$ cat src/source/soc_defines.svh
/*
 * Address map, scratch RAM depth and serial bit timing
 */

`ifndef SOC_DEFINES_SVH
`define SOC_DEFINES_SVH

// Serial bit time in clocks
`define SOC_CLKS_PER_BIT 104

// Scratch RAM
`define SOC_RAM_WORDS 256
`define SOC_RAM_LIMIT 32'h0000_0400 // First byte above the RAM

// Peripheral registers
`define SOC_LED_ADDR  32'h0200_0000
`define SOC_UART_ADDR 32'h0200_0004

`endif

$ cat src/source/soc_pkg.sv
/*
 * Shared vector types and FSM state encodings
 */

package soc_pkg;

	typedef logic [31:0] addr_t; // Byte address
	typedef logic [31:0] word_t;
	typedef logic [3:0]  strb_t;
	typedef logic [7:0]  byte_t; // Serial character
	typedef logic [4:0]  led_t;

	typedef enum logic [1:0] {DEC_IDLE, DEC_WAIT, DEC_ACK} dec_state_e;

	typedef enum logic [1:0] {RX_IDLE, RX_START, RX_DATA, RX_STOP} rx_state_e;

	typedef enum logic [1:0] {TX_IDLE, TX_START, TX_DATA, TX_STOP} tx_state_e;

endpackage

$ cat src/source/mem_if.sv
/*
 * Request path from the bus decoder to the serial port
 */

`timescale 1ns/1ps

interface mem_if;

	logic          wvalid; // Level requests, held until done
	logic          rvalid;
	soc_pkg::word_t wdata;
	soc_pkg::word_t rdata;
	logic          done;   // Single cycle

	modport master (
		output wvalid,
		output rvalid,
		output wdata,
		input  rdata,
		input  done
	);

	modport slave (
		input  wvalid,
		input  rvalid,
		input  wdata,
		output rdata,
		output done
	);

endinterface

$ cat src/source/uart_rx.sv
/*
 * Serial receiver, 8N1, mid-bit sampling
 */

`timescale 1ns/1ps
`include "soc_defines.svh"

module uart_rx (
	input  logic           clk,
	input  logic           resetn,
	input  logic           rx,
	output soc_pkg::byte_t data,
	output logic           valid
);

	localparam int CW = $clog2(`SOC_CLKS_PER_BIT);
	localparam logic [CW-1:0] BIT_LAST = CW'(`SOC_CLKS_PER_BIT - 1);
	localparam logic [CW-1:0] HALF_LAST = CW'(`SOC_CLKS_PER_BIT / 2 - 1);

	soc_pkg::rx_state_e state;
	logic rx_meta, rx_sync, rx_last;
	logic [CW-1:0] cnt;
	logic [2:0] bitn;

	always_ff @(posedge clk) begin
		if (!resetn) begin
			rx_meta <= 1'b1;
			rx_sync <= 1'b1;
			rx_last <= 1'b1;
			state <= soc_pkg::RX_IDLE;
			cnt <= '0;
			bitn <= '0;
			valid <= 1'b0;
		end else begin
			rx_meta <= rx;
			rx_sync <= rx_meta;
			rx_last <= rx_sync;
			valid <= 1'b0;
			if (cnt != '0)
				cnt <= cnt - 1'b1;

			case (state)
				soc_pkg::RX_IDLE: begin
					if (rx_last && !rx_sync) begin
						cnt <= HALF_LAST; // Wait for mid start bit
						state <= soc_pkg::RX_START;
					end
				end
				soc_pkg::RX_START: begin
					if (cnt == '0) begin
						cnt <= BIT_LAST;
						bitn <= '0;
						state <= rx_sync ? soc_pkg::RX_IDLE : soc_pkg::RX_DATA; // Glitch
					end
				end
				soc_pkg::RX_DATA: begin
					if (cnt == '0) begin
						data <= {rx_sync, data[7:1]}; // LSB first
						cnt <= BIT_LAST;
						bitn <= bitn + 1'b1;
						if (bitn == 3'd7)
							state <= soc_pkg::RX_STOP;
					end
				end
				default: begin
					if (cnt == '0) begin
						valid <= rx_sync; // Drop on framing error
						state <= soc_pkg::RX_IDLE;
					end
				end
			endcase
		end
	end

endmodule

$ cat src/source/uart_tx.sv
/*
 * Serial transmitter, 8N1
 * A start during a frame is held until the line is idle
 */

`timescale 1ns/1ps
`include "soc_defines.svh"

module uart_tx (
	input  logic           clk,
	input  logic           resetn,
	input  logic           start,
	input  soc_pkg::byte_t data,
	output logic           tx,
	output logic           done
);

	localparam int CW = $clog2(`SOC_CLKS_PER_BIT);
	localparam logic [CW-1:0] BIT_LAST = CW'(`SOC_CLKS_PER_BIT - 1);

	soc_pkg::tx_state_e state;
	soc_pkg::byte_t hold, shreg;
	logic pend;
	logic [CW-1:0] cnt;
	logic [2:0] bitn;

	always_ff @(posedge clk) begin
		if (!resetn) begin
			state <= soc_pkg::TX_IDLE;
			tx <= 1'b1;
			done <= 1'b0;
			pend <= 1'b0;
			cnt <= '0;
			bitn <= '0;
		end else begin
			done <= 1'b0;
			cnt <= (cnt == BIT_LAST) ? '0 : cnt + 1'b1;

			case (state)
				soc_pkg::TX_IDLE: begin
					if (pend) begin
						shreg <= hold;
						pend <= 1'b0;
						cnt <= '0; // Bit timing restarts here
						tx <= 1'b0;
						state <= soc_pkg::TX_START;
					end
				end
				soc_pkg::TX_START: begin
					if (cnt == BIT_LAST) begin
						tx <= shreg[0];
						shreg <= shreg >> 1;
						bitn <= '0;
						state <= soc_pkg::TX_DATA;
					end
				end
				soc_pkg::TX_DATA: begin
					if (cnt == BIT_LAST) begin
						bitn <= bitn + 1'b1;
						if (bitn == 3'd7) begin
							tx <= 1'b1;
							done <= 1'b1; // Stop bit begins
							state <= soc_pkg::TX_STOP;
						end else begin
							tx <= shreg[0];
							shreg <= shreg >> 1;
						end
					end
				end
				default: begin
					if (cnt == BIT_LAST)
						state <= soc_pkg::TX_IDLE;
				end
			endcase

			if (start) begin
				hold <= data;
				pend <= 1'b1;
			end
		end
	end

endmodule

$ cat src/source/uart_port.sv
/*
 * Serial data register with 4-byte receive buffer
 */

`timescale 1ns/1ps

module uart_port (
	input  logic  clk,
	input  logic  resetn,
	input  logic  ser_rx,
	output logic  ser_tx,
	mem_if.slave  bus
);

	soc_pkg::byte_t rbuf [4];
	logic [3:0]     rbuf_valid; // Thermometer, oldest in slot 0

	soc_pkg::byte_t rx_data;
	logic rx_valid;
	logic tx_start, tx_done, tx_busy;
	logic rd_pop;

	// A received byte wins, the read waits a cycle
	assign rd_pop = bus.rvalid && !rx_valid;
	assign tx_start = bus.wvalid && !tx_busy;

	assign bus.done  = rd_pop || (bus.wvalid && tx_busy && tx_done);
	assign bus.rdata = rbuf_valid[0] ? soc_pkg::word_t'(rbuf[0]) : '1;

	always_ff @(posedge clk) begin
		if (rx_valid) begin
			if (!rbuf_valid[0])
				rbuf[0] <= rx_data;
			else if (!rbuf_valid[1])
				rbuf[1] <= rx_data;
			else if (!rbuf_valid[2])
				rbuf[2] <= rx_data;
			else if (!rbuf_valid[3])
				rbuf[3] <= rx_data; // Lost when full
		end else if (rd_pop) begin
			for (int i = 0; i < 3; i++)
				rbuf[i] <= rbuf[i+1];
		end
	end

	always_ff @(posedge clk) begin
		if (!resetn) begin
			rbuf_valid <= '0;
			tx_busy <= 1'b0;
		end else begin
			if (rx_valid)
				rbuf_valid <= {rbuf_valid[2:0], 1'b1};
			else if (rd_pop)
				rbuf_valid <= rbuf_valid >> 1;

			if (tx_start)
				tx_busy <= 1'b1;
			else if (tx_done)
				tx_busy <= 1'b0;
		end
	end

	uart_rx u_rx (
		.clk    (clk),
		.resetn (resetn),
		.rx     (ser_rx),
		.data   (rx_data),
		.valid  (rx_valid)
	);

	uart_tx u_tx (
		.clk    (clk),
		.resetn (resetn),
		.start  (tx_start),
		.data   (bus.wdata[7:0]),
		.tx     (ser_tx),
		.done   (tx_done)
	);

endmodule

$ cat src/flat_wrapper.sv
// flat-port wrapper written by rule: the top's interface ports become plain ports
module uart_port_flat 
  (clk, resetn, ser_rx, ser_tx, bus_wvalid, bus_rvalid, bus_wdata, bus_rdata, bus_done);
  mem_if bus_i ();
  input  logic clk;
  input  logic resetn;
  input  logic ser_rx;
  output logic ser_tx;
  input wire logic [$bits(bus_i.wvalid)-1:0] bus_wvalid;
  input wire logic [$bits(bus_i.rvalid)-1:0] bus_rvalid;
  input wire logic [$bits(bus_i.wdata)-1:0] bus_wdata;
  output wire logic [$bits(bus_i.rdata)-1:0] bus_rdata;
  output wire logic [$bits(bus_i.done)-1:0] bus_done;
  assign bus_i.wvalid = bus_wvalid;
  assign bus_i.rvalid = bus_rvalid;
  assign bus_i.wdata = bus_wdata;
  assign bus_rdata = bus_i.rdata;
  assign bus_done = bus_i.done;
  uart_port u_core (.clk(clk), .resetn(resetn), .ser_rx(ser_rx), .ser_tx(ser_tx), .bus(bus_i));
endmodule
$ cat config.mk
export PLATFORM = sky130hd
export DESIGN_NAME = uart_port_flat
export DESIGN_NICKNAME = d
export VERILOG_FILES = /design/src/source/soc_pkg.sv /design/src/source/mem_if.sv /design/src/source/uart_rx.sv /design/src/source/uart_tx.sv /design/src/source/uart_port.sv /design/src/flat_wrapper.sv
export VERILOG_INCLUDE_DIRS = /design/src /design/src/source
export SDC_FILE = /design/constraint.sdc
export NUM_CORES = 1
export LEC_CHECK = 0
export BUFFER_PORTS_ARGS = -buffer_cell sky130_fd_sc_hd__buf_2
export CAP_MARGIN = 20
export CORE_ASPECT_RATIO = 0.5
export CORE_MARGIN = 8
export CORE_UTILIZATION = 46
export CTS_BUF_LIST = sky130_fd_sc_hd__clkbuf_8
export DETAILED_ROUTE_END_ITERATION = 7
export PLACE_DENSITY = 0.74
export SLEW_MARGIN = 20
export SYNTH_ARGS = -nofsm -noshare
export SYNTH_HDL_FRONTEND = slang
export SYNTH_SLANG_ARGS = --single-unit
$ cat constraint.sdc
create_clock -name clk -period 3.6 [get_ports clk]
set_input_delay 0.54 -clock clk [delete_from_list [all_inputs] [get_ports clk]]
set_output_delay 0.54 -clock clk [all_outputs]
set_load 0.05 [all_outputs]
**Word level (Yosys, flattened, before mapping)**

Memory sizes are Yosys's and may differ from the RTL's.
Cells that the tools add are included.

- Flip-flop bits (word level): 60
- Bits of input ports: 37
- RAM bits: 32
- Word-level logic and storage cells: 148
- Output and inout port bits: 34
- Memories: 1

- Multiplexer cells: 71
- Equal/unequal tests: 16
- Reduce and logical (&&, ||, !) cells: 33
- Add/subtract/negate cells: 4
- Bitwise operators: 5

Memory list:

| name | depth | bits a word | read ports | clocked after Yosys merged registers in | wr ports | line | source |
|---|---|---|---|---|---|---|---|
| u_core.rbuf | 4 | 8 | 4 | 0 | 3 | uart_port.sv:15 | `soc_pkg::byte_t rbuf [4];` |

Operators by type and width:

| operator | number |
|---|---|
| 8-bit two-way mux | 8 |
| 7-bit two-way mux | 6 |
| 32-bit two-way mux | 1 |
| 1-bit two-way mux | 31 |
| 2-bit two-way mux | 12 |
| 8-bit one-hot mux with 3 select lines | 1 |
| 2-bit inequality test, second input constant | 9 |
| 7-bit one-hot mux with 2 select lines | 1 |
| 2-bit nonzero test | 7 |
| 3-bit two-way mux | 4 |
| 2-bit one-hot mux with 3 select lines | 2 |
| 3-bit one-hot mux with 2 select lines | 2 |
| 3-bit AND reduction | 4 |
| 5-bit AND reduction | 2 |
| 4-bit two-way mux | 2 |
| 8-bit OR reduction | 1 |
| 7-bit by 1-bit adder with 7-bit output, second input constant | 1 |
| 7-bit equality test, second input constant | 1 |
| 7-bit zero test | 1 |
| 7-bit nonzero test | 1 |
| 7-bit by 1-bit subtractor with 7-bit output, second input constant | 1 |
| 3-bit by 1-bit adder with 3-bit output, second input constant | 2 |
| 3-bit equality test, second input constant | 2 |
| 6-bit AND reduction | 1 |
| other kinds (14) | 26 |

**Longest topological paths before layout**

Gate-level depths: netlist of run 1.

- Word-level depth: 8
- Gate-level depth with buffers: 10
- Gate-level depth less buffers: 10

**Hierarchy**

Synthesis of run 1 repeated with hierarchy kept, for this count alone.

- Cells, all modules: 358
- Area total of the unflattened synthesis: 4,479.3 um^2

Modules (own cells, without submodules):

| module | instances | sequential area each (um^2) | cells each | area an instance (um^2) |
|---|---|---|---|---|
| uart_port | 1 | 1,061.0 | 133 | 1,938.1 |
| uart_tx | 1 | 780.7 | 114 | 1,386.3 |
| uart_rx | 1 | 560.5 | 111 | 1,154.9 |

**Worst setup path after synthesis of run 1**

No wires, ideal clock.

- Path type: register to register
- Start: reg u_core.u_rx.valid
- End: mem u_core.rbuf[2][6] in the netlist's numbering (data pin)
- Library setup time: 0.260 ns
- Path buffers: 1
- Required time: 3.340 ns
- Period minus slack after synthesis: 2.340 ns
- Arrival time: 2.080 ns
- Path slack: 1.260 ns
- Cell stages (with the launch flop): 6
- Cells stage by stage: dfxtp_1 nand3_1 nor3b_1 nand2b_1 clkbuf_1 mux2_2

RTL lines:

| element | line | source |
|---|---|---|
| start: declaration | uart_rx.sv:13 | `output logic valid` |
| start signal: assignment | uart_rx.sv:67 | `valid <= rx_sync;` |
| end: declaration | uart_port.sv:15 |  |

==> results of run 1 <==
==> kinds of logic (layout without fill, tap and decap cells) <==
family,Yosys count,in the layout,share of synthesized area (%)
xor gates and xnor gates,8,8,1.637
and+or+nand+nor,114,114,14.35
AOI/OAI and AO/OA,53,53,7.832
muxes,35,35,9.088
adders and majority gates,16,16,4.676
DFF,92,92,56.11
buffers and inverters,48,80,6.312
==> cells in the mapped netlist (3+ instances only) <==
library cell / instances / area [µm²]
edfxtp_1: 56 / 1682
dfxtp_1: 36 / 720.7
mux2_2: 31 / 349.1
buf_4: 23 / 172.7
nand2_1: 23 / 86.33
nor2_1: 19 / 71.32
a21oi_1: 18 / 90.09
nand2b_1: 18 / 112.6
ha_1: 16 / 200.2
o21ai_0: 11 / 55.05
clkbuf_1: 10 / 37.54
inv_1: 10 / 37.54
and2_1: 9 / 56.30
nand3_1: 9 / 45.04
nor3_1: 9 / 45.04
nor2b_1: 7 / 43.79
nor3b_1: 6 / 45.04
xor2_1: 5 / 43.79
mux2i_1: 4 / 40.04
a211oi_1: 3 / 22.52
a32oi_1: 3 / 26.28
and3_1: 3 / 18.77
buf_2: 3 / 15.01
o31ai_1: 3 / 22.52
or4_1: 3 / 22.52
xnor2_1: 3 / 26.28
==> routing by layer <==
metal | part of all wire (%) | wire length [µm]
met5 | 0 | 0
met4 | 1.3 | 89
met3 | 4.5 | 317
met2 | 49 | 3449
met1 | 45 | 3166
==> where the power goes <==
| part | internal, mW | leakage [nW] | switching (mW) | total (mW) |
|---|---|---|---|---|
| Combinational | 0.263 | 0.789 | 0.409 | 0.672 |
| Sequential | 1.21 | 0.821 | 0.0623 | 1.27 |
| Clock | 0.403 | 0.113 | 0.383 | 0.786 |
==> state kept, by name (all words and copies together), names as in the netlist <==
name	flops
u_core.rbuf	32
u_core.u_rx.data	8
u_core.u_tx.hold	8
u_core.u_tx.shreg	8
u_core.u_rx.cnt	7
u_core.u_tx.cnt	7
u_core.rbuf_valid	4
u_core.u_rx.bitn	3
u_core.u_tx.bitn	3
u_core.u_rx.state	2
u_core.u_tx.state	2
u_core.tx_busy	1
u_core.u_rx.rx_last	1
u_core.u_rx.rx_meta	1
u_core.u_rx.rx_sync	1
u_core.u_rx.valid	1
u_core.u_tx.done	1
u_core.u_tx.pend	1
u_core.u_tx.tx	1
==> placed cells by master (no fill, tap or decap), types with 11 or more instances in the layout <==
| master | n |
|---|---|
| a21oi_1 | 18 |
| buf_2 | 46 |
| dfxtp_1 | 36 |
| edfxtp_1 | 56 |
| ha_1 | 16 |
| mux2_2 | 31 |
| nand2_1 | 23 |
| nand2b_1 | 18 |
| nor2_1 | 19 |
| o21ai_0 | 11 |
==> metrics by stage <==
stage                     instance area [µm²]  std cells
after floorplan                          4282        366
after global placement                   4483        503
after detailed placement                 4483        503
after CTS                                4712        519
after global routing                     4712        519
final                                    4712        519
==> worst register-to-register path: cells and delay by family, from the launching register on <==
kind / cells / cell delay [ns]
buffers and inverters: 2 / 0.56
flip-flops: 1 / 0.58
multiplexers: 1 / 0.41
AND/OR/NAND/NOR: 3 / 0.49
==> area by class of cell <==
| class | instances | area, µm² |
|---|---|---|
| tap | 121 | 151.4 |
| clock inverter | 7 | 105.1 |
| sequential | 92 | 2402 |
| inverter | 12 | 45.04 |
| multi-input combinational | 226 | 1609 |
| fill | 812 | 4547 |
| timing repair buffer | 52 | 275.3 |
| clock buffer | 9 | 123.9 |
==> final timing paths <==
check / startpoint / slack [ns] / endpoint
max: u_core.rbuf_valid[0]$_SDFFE_PN0P_ / 1.32 / u_core.rbuf[0][7]$_DFFE_PP_
min: bus_wdata[4] / 0.35 / u_core.u_tx.hold[4]$_DFFE_PP_
max reg2reg: u_core.rbuf_valid[0]$_SDFFE_PN0P_ / 1.32 / u_core.rbuf[0][7]$_DFFE_PP_
min reg2reg: u_core.u_tx.done$_SDFF_PN0_ / 0.44 / u_core.tx_busy$_SDFFE_PN0P_
==> results.cfg, run 1 <==
[place]
pre_cts_slack_ns = 1.313
dp_hpwl_um = 4953
io_buffers = 46
place.gp.congestion = 0.7802

[floorplanning]
core_mm2 = 0.009259
fp.dieH_um = 84.22
die-area_mm2 = 0.01284
start_util_pct = 46.24
fp.dieW_um = 152.4
ios = 71
placementRows = 25

[final_layout]
insertedDiodeCount = 0
drive_gt1_share_pct = 26.13
area_growth_pct = 10.05
utilization_pct = 50.89
nets = 446

[worst_setup_path]
ff2ff_path_depth = 6
worstPathCellList = nand3_1 -> nor3b_1 -> buf_4 -> nand2b_1 -> buf_4 -> mux2_2
crit_path_end_kind = register
required_ns = 3.72
cp_num_buf_inv = 2
critical_path.slowest_cell = dfxtp_1
slowest_delay_ns = 0.58
path_class = register to register
cp.depth = 6
worstPathMaxFanout = 32
start_kind = register
cp.arrival_ns = 2.39
cp_top_family = flip-flops
crit_path_frequent_cell = buf_4

[pwr]
power_density_mw_per_mm2 = 579.2
p_leak_nw = 1.722
ir_drop_mv = 0.2434
power_mw = 2.729

[worst_hold_path]
hp-class = input port to register
whs_path_depth = 1

[global_routing]
use_met2_pct = 20.25
global_route.usage.met3_pct = 3.791
grt_max_degree = 33
grt.busiest_layer = met2
use_met1_pct = 12.35
grtUsageTotal_pct = 11.30
grt_pass1_wl_um = 11920
overflow = 0
antenna_found_initial = 0
grt_pass1_vias = 2594

[cts]
cts-htree-levels = 3
cts.sinks = 92
cts_tree = built
post-cts-setup-buffers = 0
insertion_delay_ns = 0.36
cts.clk_slew.worst_paths_ns = 0.10
cts_buffer_depth = 2
ctsHoldBuffers = 0
cts_resized = 0
ctsRootBufferMaster = clkbuf_8
cts_buffers = 9

[sta]
slew_headroom_pct = 52.46
min_period_ns = 2.275
clock_skew_ns = 0.009943
fin_crit_sh_pct = 63.20
drv_slew = 0
timing.fmax_ghz = 0.4395
hold_viol = 0
worst_pin_slew_ns = 0.7105
hold_ws_ns = 0.3465
setup-tns-final_ns = 0
rsz0062_at_grt = no
final-setup-viol-count = 0
setup_slack_ns = 1.325

[detailed_routing]
dr_total_vias = 2626
first_iter_violations = 168
firstDrtPassIters = 4
drc = 0
drt-total-wl_um = 7023
wl_per_cell_um = 13.53
via_per_inst = 5.060
ant_nets = 0

[logic_synthesis]
synth_area_mm2 = 0.004282
ys_types = 48
yosysWarnings = 0
async_reset_ff_share_pct = 0
synth_seq_cells = 92
synth_cells = 366
syn-num-nets = 419
synth_edf_count = 56
synth.avg_cell_area_um2 = 11.70
ys.flop_type = edfxtp_1
seq_area_frac_synth_pct = 56.11

[job]
cap_violations = 0

[outcome]
outcome = finished clean
No activity file was read; power rests on OpenSTA's default activity.
==> inputs of run 2 (changes only) <==
PLACE_DENSITY = 0.77   (was 0.74)
clock period = 2.05 ns   (was 3.6 ns; I/O delays follow)
==> results.cfg, run 2 (synthesis results as in run 1) <==
[worst_setup_path]
cp.depth = 8
ff2ff_path_depth = 8
critPathLaunch = u_core.u_rx.cnt[3]$_SDFF_PN0_
rr_endpoint = u_core.u_rx.cnt[0]$_SDFF_PN0_
cp.arrival_ns = 2.15
r2r_start = u_core.u_rx.cnt[3]$_SDFF_PN0_
worstPathCellList = or4_4 -> nor2_4 -> inv_2 -> ha_1 -> nand2b_1 -> a21oi_1 -> nor2_1 -> a211oi_1
endpoint = u_core.u_rx.cnt[0]$_SDFF_PN0_
start_kind = register
worstPathMaxFanout = 6
required_ns = 2.32
critical_path.slowest_cell = or4_4
crit_path_end_kind = register
path_class = register to register
cp_num_buf_inv = 1
slowest_delay_ns = 0.60
cp_top_family = simple AND/OR/NAND/NOR gates
r2r_slack_ns = 0.17

[place]
dp_hpwl_um = 5054
dpl_cell_area_mm2 = 0.004601
io_buffers = 46
place.gp.congestion = 0.8390

[final_layout]
regMostFlops = u_core.rbuf
most-common-layout-cells = edfxtp_1 (56), buf_2 (46), dfxtp_1 (36)
largest_reg_flops = 32
final_area_mm2 = 0.004766
drive_gt1_share_pct = 28.26
insertedDiodeCount = 0
area_growth_pct = 11.31
nets = 456
final.fill_count = 804
utilization_pct = 51.47
layout_commonest_cell = edfxtp_1
multiInputGateArea_mm2 = 0.001642
regArea_mm2 = 0.002402

[floorplanning]
ios = 71
fp.dieW_um = 152.4
start_util_pct = 46.24
core_mm2 = 0.009259
placementRows = 25
fp.dieH_um = 84.22
die-area_mm2 = 0.01284

[pwr]
combPwrFrac_pct = 28.3
switching_share_pct = 32.33
ir_drop_mv = 0.3681
power_density_mw_per_mm2 = 961.2
clkPwrFrac_pct = 23.1
p_int_mw = 3.100
p_leak_nw = 1.749
p_sw_mw = 1.481
pwr-share-seq_pct = 48.7

[global_routing]
antenna_found_initial = 0
grtUsageTotal_pct = 11.68
grt_pass1_wl_um = 12290
grt_pass1_vias = 2500
overflow = 0
grt_max_degree = 33

[sta]
min_period_ns = 1.876
worst_pin_slew_ns = 0.5190
clock_skew_ns = 0.009750
rsz0062_at_grt = no
timing.fmax_ghz = 0.5330
final-setup-viol-count = 0
setup-tns-final_ns = 0
drv_slew = 0
slew_headroom_pct = 65.40
hold_viol = 0
fin_crit_sh_pct = 91.51

[detailed_routing]
ant_nets = 0
firstDrtPassIters = 4
drc = 0
drt-total-wl_um = 7168
first_iter_violations = 89
wl_per_cell_um = 13.58
via_per_inst = 4.962
dr_total_vias = 2620

[outcome]
outcome = finished clean

[cts]
ctsRootBufferMaster = clkbuf_8
cts-htree-levels = 3
cts.clk_slew.worst_paths_ns = 0.08
post-cts-setup-buffers = 0
cts_buffer_depth = 2
cts_resized = 0
ctsHoldBuffers = 0
insertion_delay_ns = 0.35
cts_tree = built
cts.sinks = 92
cts_buffers = 9

[job]
cap_violations = 0

[worst_hold_path]
hp-class = input port to register
==> run 2: cell type report <==
class                   instances  area share [%]
flip-flops and latches         92           50.41
multi-input cells             226           34.44
repair buffers                 62           7.614
well taps                     121           3.177
clock buffers                   9           2.599
inverters                      12          0.9451
clock inverters                 6          0.8139
==> run 2: worst register-to-register path, stage by stage (launching register included) <==
cell      delay [ns]
dfxtp_1         0.35
or4_4           0.60
nor2_4          0.12
inv_2           0.05
ha_1            0.16
nand2b_1        0.16
a21oi_1         0.13
nor2_1          0.05
a211oi_1        0.19
==> run 2: power by group through the flow <==
stage                     sequential, mW  clock, mW  combinational (mW)
final                               2.23       1.06                1.30
after global routing                2.25       1.17                1.46
after CTS                           2.23       1.09                1.30
after detailed placement            2.27          0                1.29
after global placement              2.26          0                1.27
after floorplan                     2.26          0                1.01
==> run 2: worst min-delay path by stage <==
| stage | end | cells past startpoint | startpoint | slack, ns |
|---|---|---|---|---|
| 2_1_floorplan | u_core.u_rx.rx_sync$_SDFF_PN1_ | 1 | u_core.u_rx.rx_meta$_SDFF_PN1_ | 0.39 |
| 3_3_place_gp | u_core.u_rx.rx_sync$_SDFF_PN1_ | 1 | u_core.u_rx.rx_meta$_SDFF_PN1_ | 0.39 |
| 3_5_place_dp | u_core.u_rx.rx_sync$_SDFF_PN1_ | 1 | u_core.u_rx.rx_meta$_SDFF_PN1_ | 0.39 |
| 4_1_cts | u_core.u_tx.hold[0]$_DFFE_PP_ | 1 | bus_wdata[0] | 0.10 |
| 5_1_grt | u_core.u_tx.hold[5]$_DFFE_PP_ | 1 | bus_wdata[5] | 0.1 |
| 6_report | u_core.u_tx.hold[3]$_DFFE_PP_ | 1 | bus_wdata[3] | 0.12 |
==> run 2: layer usage <==
| layer | part of all wire (%) | up-vias | global-route usage (%) | wire [µm] |
|---|---|---|---|---|
| li1 | - | 1366 | - | - |
| met1 | 47 | 1216 | 13.94 | 3355 |
| met2 | 49 | 33 | 19.81 | 3485 |
| met3 | 3.8 | 5 | 4.098 | 272 |
| met4 | 0.77 | 0 | 3.209 | 55 |
| met5 | 0 | - | 0 | 0 |
==> run 2: per-stage QoR <==
| step | power, mW | hold WS, ns | cells | worst slack, ns |
|---|---|---|---|---|
| 2_1_floorplan | 3.266 | 0.3863 | 366 | 0.05083 |
| 3_3_place_gp | 3.534 | 0.3905 | 513 | 0.2049 |
| 3_5_place_dp | 3.563 | 0.3949 | 513 | 0.1629 |
| 4_1_cts | 4.619 | 0.1049 | 528 | 0.1505 |
| 5_1_grt | 4.870 | 0.09974 | 528 | 0.06194 |
| 6_report | 4.581 | 0.1249 | 528 | 0.1740 |
==> inputs of run 3 (changes only) <==
BUFFER_PORTS_ARGS = -buffer_cell sky130_fd_sc_hd__buf_4   (was -buffer_cell sky130_fd_sc_hd__buf_2)
==> results.cfg, run 3 (synthesis results as in run 1) <==
[sta]
fin_crit_sh_pct = 90.70
timing.fmax_ghz = 0.5378
clock_skew_ns = 0.01003
final-setup-viol-count = 0
setup-tns-final_ns = 0
worst_pin_slew_ns = 0.5112
slew_headroom_pct = 65.92
hold_viol = 0
rsz0062_at_grt = no
drv_slew = 0
min_period_ns = 1.859

[worst_hold_path]
hp-class = input port to register

[cts]
cts.clk_slew.worst_paths_ns = 0.09
post-cts-setup-buffers = 0
cts.sinks = 92
ctsHoldBuffers = 0
ctsRootBufferMaster = clkbuf_8
cts_resized = 0
cts_buffer_depth = 2
cts_tree = built
cts-htree-levels = 3
insertion_delay_ns = 0.37
cts_buffers = 9

[floorplanning]
die-area_mm2 = 0.01284
ios = 71
fp.dieH_um = 84.22
start_util_pct = 46.24
core_mm2 = 0.009259
fp.dieW_um = 152.4
placementRows = 25

[outcome]
outcome = finished clean

[detailed_routing]
firstDrtPassIters = 4
dr_total_vias = 2689
wl_per_cell_um = 13.73
via_per_inst = 5.083
drt-total-wl_um = 7264
first_iter_violations = 140
ant_nets = 0
drc = 0

[global_routing]
antenna_found_initial = 0
grt_pass1_wl_um = 11920
use_met1_pct = 13.74
grt_pass1_vias = 2436
overflow = 0
global_route.usage.met3_pct = 3.893
grtUsageTotal_pct = 11.51
grt.busiest_layer = met2
use_met2_pct = 18.99
grt_max_degree = 33

[worst_setup_path]
slowest_delay_ns = 0.40
worstPathCellList = inv_1 -> ha_1 -> nor2b_1 -> nor2_1 -> o21a_1 -> and3_1
path_class = register to register
critical_path.slowest_cell = dfxtp_1
crit_path_end_kind = register
start_kind = register
required_ns = 2.08
worstPathMaxFanout = 8
cp.arrival_ns = 1.89

[final_layout]
insertedDiodeCount = 0
area_growth_pct = 14.23
nets = 456
final.fill_count = 807
drive_gt1_share_pct = 28.19
largest_reg_flops = 32
final_area_mm2 = 0.004891
regMostFlops = u_core.rbuf
most-common-layout-cells = buf_4 (61), edfxtp_1 (56), dfxtp_1 (36)
layout_commonest_cell = buf_4

[job]
cap_violations = 0

[pwr]
power_density_mw_per_mm2 = 955.8
p_leak_nw = 1.820
ir_drop_mv = 0.3651

[place]
dpl_cell_area_mm2 = 0.004716
dp_hpwl_um = 4977
io_buffers = 46
place.gp.congestion = 0.7997
## run 3: path summary, 6_finish.rpt
kind	to	start	cells past startpoint	slack, ns
worst max-delay path	u_core.u_tx.shreg[7]$_SDFFCE_PN0P_	u_core.u_tx.state[0]$_SDFFE_PN0P_	6	0.19
worst min-delay path	u_core.u_tx.hold[3]$_DFFE_PP_	bus_wdata[3]	1	0.11
worst max register to register	u_core.u_tx.shreg[7]$_SDFFCE_PN0P_	u_core.u_tx.state[0]$_SDFFE_PN0P_	6	0.19
worst min register to register	u_core.u_rx.rx_sync$_SDFF_PN1_	u_core.u_rx.rx_meta$_SDFF_PN1_	1	0.43
## run 3: area by class of cell
type | instances | area, µm² | area share (%)
flip-flops and latches | 92 | 2402 | 49.12
multi-input cells | 226 | 1639 | 33.51
clock inverters | 7 | 51.30 | 1.049
well taps | 121 | 151.4 | 3.095
inverters | 12 | 45.04 | 0.9210
clock buffers | 9 | 123.9 | 2.533
repair buffers | 62 | 478.0 | 9.772
## run 3: per-stage QoR
stage / hold WS, ns / utilization [%] / instances / power (mW) / setup slack [ns]
detailed placement: 0.4117 / 50.93 / 513 / 3.596 / 0.1951
finish: 0.1102 / 52.82 / 529 / 4.675 / 0.1907
floorplan: 0.3863 / - / 366 / 3.266 / 0.05083
CTS: 0.09420 / 52.82 / 529 / 4.702 / 0.1542
global route: 0.07877 / 52.82 / 529 / 4.942 / 0.02860
global placement: 0.4131 / 50.93 / 513 / 3.572 / 0.1937
## run 3: critical path: cells and delay by family (launching register included)
kind,cells,cell delay [ns]
flops,1,0.40
compound gates,1,0.15
buf+inv,1,0.08
fa+ha+maj,1,0.20
simple gates,3,0.67
## run 3: where the power goes
| group | total, mW | internal [mW] | switching [mW] |
|---|---|---|---|
| Sequential | 2.23 | 2.12 | 0.111 |
| Combinational | 1.32 | 0.575 | 0.748 |
| Clock | 1.12 | 0.447 | 0.671 |
| Total | 4.67 | 3.15 | 1.53 |
## run 3: metal layers
layer  part of all wire, %  wire [µm]
met1                    48       3458
met2                    47       3408
met3                   4.0        287
met4                   1.5        110
met5                     0          0
